File: config.mk
export PLATFORM = sky130hd
export DESIGN_NAME = dcache_load_align
export DESIGN_NICKNAME = d
export VERILOG_FILES = /design/src/dcache_pkg.sv /design/src/dcache_load_align.sv
export SDC_FILE = /design/constraint.sdc
export NUM_CORES = 1
export LEC_CHECK = 0
export ABC_CLOCK_PERIOD_IN_PS = 2550
export BUFFER_PORTS_ARGS = -buffer_cell sky130_fd_sc_hd__clkbuf_2
export CORE_UTILIZATION = 44
export DETAILED_ROUTE_END_ITERATION = 8
export PLACE_DENSITY = 0.83
export SLEW_MARGIN = 15
export SYNTH_ARGS = -nofsm -noshare
export SYNTH_HDL_FRONTEND = slang
export SYNTH_SLANG_ARGS = --single-unit
File: constraint.sdc
create_clock -name vclk -period 2.55
set_clock_uncertainty 0.15 [all_clocks]
set_input_delay 0.51 -clock vclk [all_inputs]
set_output_delay 0.51 -clock vclk [all_outputs]
set_load 0.1 [all_outputs]
File: src/dcache_pkg.sv
`default_nettype none

package dcache_pkg;

  // address and data widths
  localparam int ADDR_W = 32;
  localparam int XLEN   = 64;

  // line geometry: 64 lines of 64 bytes
  localparam int OFFSET_W = 6;
  localparam int INDEX_W  = 6;
  localparam int TAG_W    = ADDR_W - INDEX_W - OFFSET_W;

  localparam int BEATS_PER_LINE = 8; // 64-bit beats per line fill

  // everything with all of these bits set is uncached
  localparam logic [ADDR_W-1:0] MMIO_BASE = 32'hA000_0000;

  // one-hot access size, same encoding as the cpu size field
  localparam logic [3:0] SIZE_B = 4'b0001;
  localparam logic [3:0] SIZE_H = 4'b0010;
  localparam logic [3:0] SIZE_W = 4'b0100;
  localparam logic [3:0] SIZE_D = 4'b1000;

  // controller states
  typedef enum logic [3:0] {
    RESET         = 4'd0,
    IDLE          = 4'd1,
    READ_HIT      = 4'd2,
    READ_MISS     = 4'd3,
    WRITE_HIT     = 4'd4,
    WRITE_MISS    = 4'd5,
    UNCACHE_READ  = 4'd6,
    UNCACHE_WRITE = 4'd7
  } dcache_state_e;

endpackage

`default_nettype wire

File: src/dcache_load_align.sv
`timescale 1ns/1ps
`default_nettype none

module dcache_load_align (
  input  wire [dcache_pkg::XLEN-1:0]  word_i,
  input  wire [2:0]                   offset_i, // byte within the dword
  input  wire [3:0]                   size_i,   // one-hot
  output logic [dcache_pkg::XLEN-1:0] data_o
);

  localparam int XLEN = dcache_pkg::XLEN;

  logic [XLEN-1:0] shifted;

  // addressed byte moves down to bit 0
  assign shifted = word_i >> {offset_i, 3'b000};

  always_comb begin
    case (size_i)
      dcache_pkg::SIZE_B: begin
        data_o = {{(XLEN-8){1'b0}}, shifted[7:0]};
      end
      dcache_pkg::SIZE_H: begin
        data_o = {{(XLEN-16){1'b0}}, shifted[15:0]};
      end
      dcache_pkg::SIZE_W: begin
        data_o = {{(XLEN-32){1'b0}}, shifted[31:0]};
      end
      default: begin
        data_o = shifted; // full dword
      end
    endcase
  end

endmodule

`default_nettype wire

==> flow_metrics.tcl, run 1 <==
set metrics [dict create \
    die_h_um 68.2 \
    synthCells 273 \
    synth.distinct_cells 43 \
    synth.area.top_cells "mux2_2 (19%), mux2i_1 (16%), nor2_1 (9.3%), nor2b_1 (5.5%), nand2_1 (3.9%)" \
    die-width_um 68.2 \
    synth.avg_cell_area_um2 7.06 \
    synth_area_leader_cell "mux2_2" \
    place_congestion 0.921 \
    syn_nets 344 \
    io_pins 135 \
    synth_area_mm2 0.00193 \
    error "[ERROR DPL-0038] Utilization greater than 100%, impossible to legalize" \
    ys_seq_area_frac 0 \
    yosysMostFrequentCell "nor2_1" \
    initial_core_util 0.469 \
    numPortBuffers 135 \
    status "aborted with a tool error" \
    yosysWarnings 0 \
    flow.stopped_at "3_5_place_dp" \
    synthTopCellsByCount "nor2_1 (48), mux2_2 (33), mux2i_1 (31), nand2_1 (20), nor2b_1 (17)" \
    num_rows 23 \
    yosys.area.top_type_share 0.193 \
]
-- per-stage QoR --
step                    instances  hold WS [ns]  setup TNS, ns  worst slack, ns
after floorplan               273          1.20          -2.04           -0.207
after global placement        494          1.31         -0.447          -0.0546
-- cells by family after synthesis --
group,after synthesis,synth area share
AO/OA/AOI/OAI,72,0.274
buffers and inverters,28,0.0837
AND/OR/NAND/NOR,107,0.273
multiplexers,65,0.365
XOR/XNOR,1,0.00454
==> run 2, diff against run 1 <==
Settings changed: CORE_UTILIZATION 44 to 33, PLACE_DENSITY 0.83 to not set, PLACE_DENSITY_LB_ADDON set to 0.15.
==> flow_metrics.tcl, run 2 <==
set metrics [dict create \
    status "completed" \
    worst_setup_path_end_kind "output port" \
    coreArea_mm2 0.00557 \
    synthTopCellsByCount "nor2_1 (48), mux2_2 (33), mux2i_1 (31), nand2_1 (20), nor2b_1 (17)" \
    diodes 0 \
    ir_worst_vdd_mv 0.292 \
    hold_path_class "input port to output port" \
    wl_per_cell_um 19.0 \
    avgViaCountPerCell 5.80 \
    synth.avg_cell_area_um2 7.06 \
    syn_nets 344 \
    leakagePower_nw 2.05 \
    grt_pass1_vias 3028 \
    die_h_um 78.4 \
    num_rows 27 \
    first_pass_iters 5 \
    drc 0 \
    holdWs_ns 1.29 \
    fp.dieArea_mm2 0.00615 \
    period_needed_ns 2.54 \
    ys_seq_area_frac 0 \
    synth.area.top_cells "mux2_2 (19%), mux2i_1 (16%), nor2_1 (9.3%), nor2b_1 (5.5%), nand2_1 (3.9%)" \
    wirelength_um 9980 \
    grt_start_max_net_pins 17 \
    numPortBuffers 135 \
    yosysMostFrequentCell "nor2_1" \
    yosysWarnings 0 \
    vias 3051 \
    relSlewSlack 0.737 \
    maxSlewViolCount 0 \
    nets 527 \
    drt_iter0_markers 233 \
    slowest_delay_ns 0.20 \
    hold_viol 0 \
    antenna_left 0 \
    layout.sequential_cells 0 \
    die-width_um 78.4 \
    final_core_util 0.851 \
    yosys.area.top_type_share 0.193 \
    cp_data_required_time_ns 1.89 \
    drv_cap 0 \
    globalRoute.totalOverflow 0 \
    synth.distinct_cells 43 \
    dp_hpwl_um 7630 \
    period_share 0.996 \
    antenna_found_initial 0 \
    power.density_mw_per_mm2 369 \
    setup_violations 0 \
    ff_latch_area_um2 0 \
    area_delta_synth_final_pct 146 \
    final_cell_mix "buf_12 (70), clkbuf_2 (68), buf_4 (60)" \
    tightestPinTransition_ns 0.384 \
    fill_cells 317 \
    io_pins 135 \
    fmax_mhz 394 \
    cp_max_fo 7 \
    place_congestion 0.876 \
    final_common_cell "buf_12" \
    grt_pass1_wl_um 14900 \
    fin_ws_ns 0.0108 \
    arrival_ns 1.88 \
    dpl_worst_slack_ns -0.147 \
    fin_setup_tns_ns 0 \
    cp_common_cell "buf_4" \
    synthCells 273 \
    synth_area_mm2 0.00193 \
    slowest_stage "buf_12" \
    initial_core_util 0.346 \
    nClkBuffers 0 \
    critPathLaunchType "input port" \
    synth_area_leader_cell "mux2_2" \
    drive_above_1_share 0.727 \
    path_cells "buf_6, buf_12, buf_4, buf_4, mux2i_1, nor2_1, a21oi_1, buf_4, mux2i_4, buf_12" \
    path_class "input port to output port" \
    grt.total_usage 0.305 \
]
-- run 2: worst max-delay path, delay by kind of cell --
family,cells,cell delay (ns)
buffers and inverters,6,0.91
multiplexers,2,0.28
AND/OR/NAND/NOR,1,0.12
AO/OA/AOI/OAI,1,0.07
-- run 2: cells by family after synthesis --
family                 Yosys count  synth area share
XOR/XNOR                         1           0.00454
buffers and inverters           28            0.0837
multiplexers                    65             0.365
AND/OR/NAND/NOR                107             0.273
AO/OA/AOI/OAI                   72             0.274
-- run 2: area by class of cell --
type	count	area [um2]	share of cell area
multi-input combinational	245	2320	0.489
inverter	2	10.0	0.00211
timing repair buffer	207	2320	0.490
tap	72	90.1	0.0190
-- run 2: metal layers --
layer / vias to the layer above / track usage / share of wire
met5: - / 0 / 0
met4: 0 / 0.0889 / 0.029
met3: 24 / 0.0337 / 0.061
met2: 143 / 0.569 / 0.52
met1: 1489 / 0.362 / 0.39
li1: 1395 / - / -
-- run 2: metrics by stage --
stage	cells	instance area, um2	power, mW
6_report	526	4740	1.75
5_1_grt	526	4740	1.80
3_5_place_dp	519	4530	1.70
3_3_place_gp	519	4530	1.67
2_1_floorplan	273	2450	1.07
4_1_cts	522	4610	1.72
-- run 2: repair_timing --
| item | 4_1_cts | 5_1_grt |
|---|---|---|
| gates cloned | 1 | 1 |
| pin swaps | 2 | 3 |
| buffers inserted | 2 | 3 |
| hold buffers | 0 | 0 |
| endpoints found under the setup margin | 23 | 29 |
| gates resized for setup | 11 | 26 |
-- run 2: path summary, 6_finish.rpt --
check              startpoint    endpoint  cells after the start
setup / recovery  offset_i[1]   data_o[6]                     10
hold / removal     word_i[62]  data_o[62]                      3
-- run 2: power breakdown --
group	switching [mW]	total [mW]	internal, mW
combinational	1.07	1.75	0.680
sequential	0	0	0
clock	0	0	0
(Power assumes the default switching activity.)
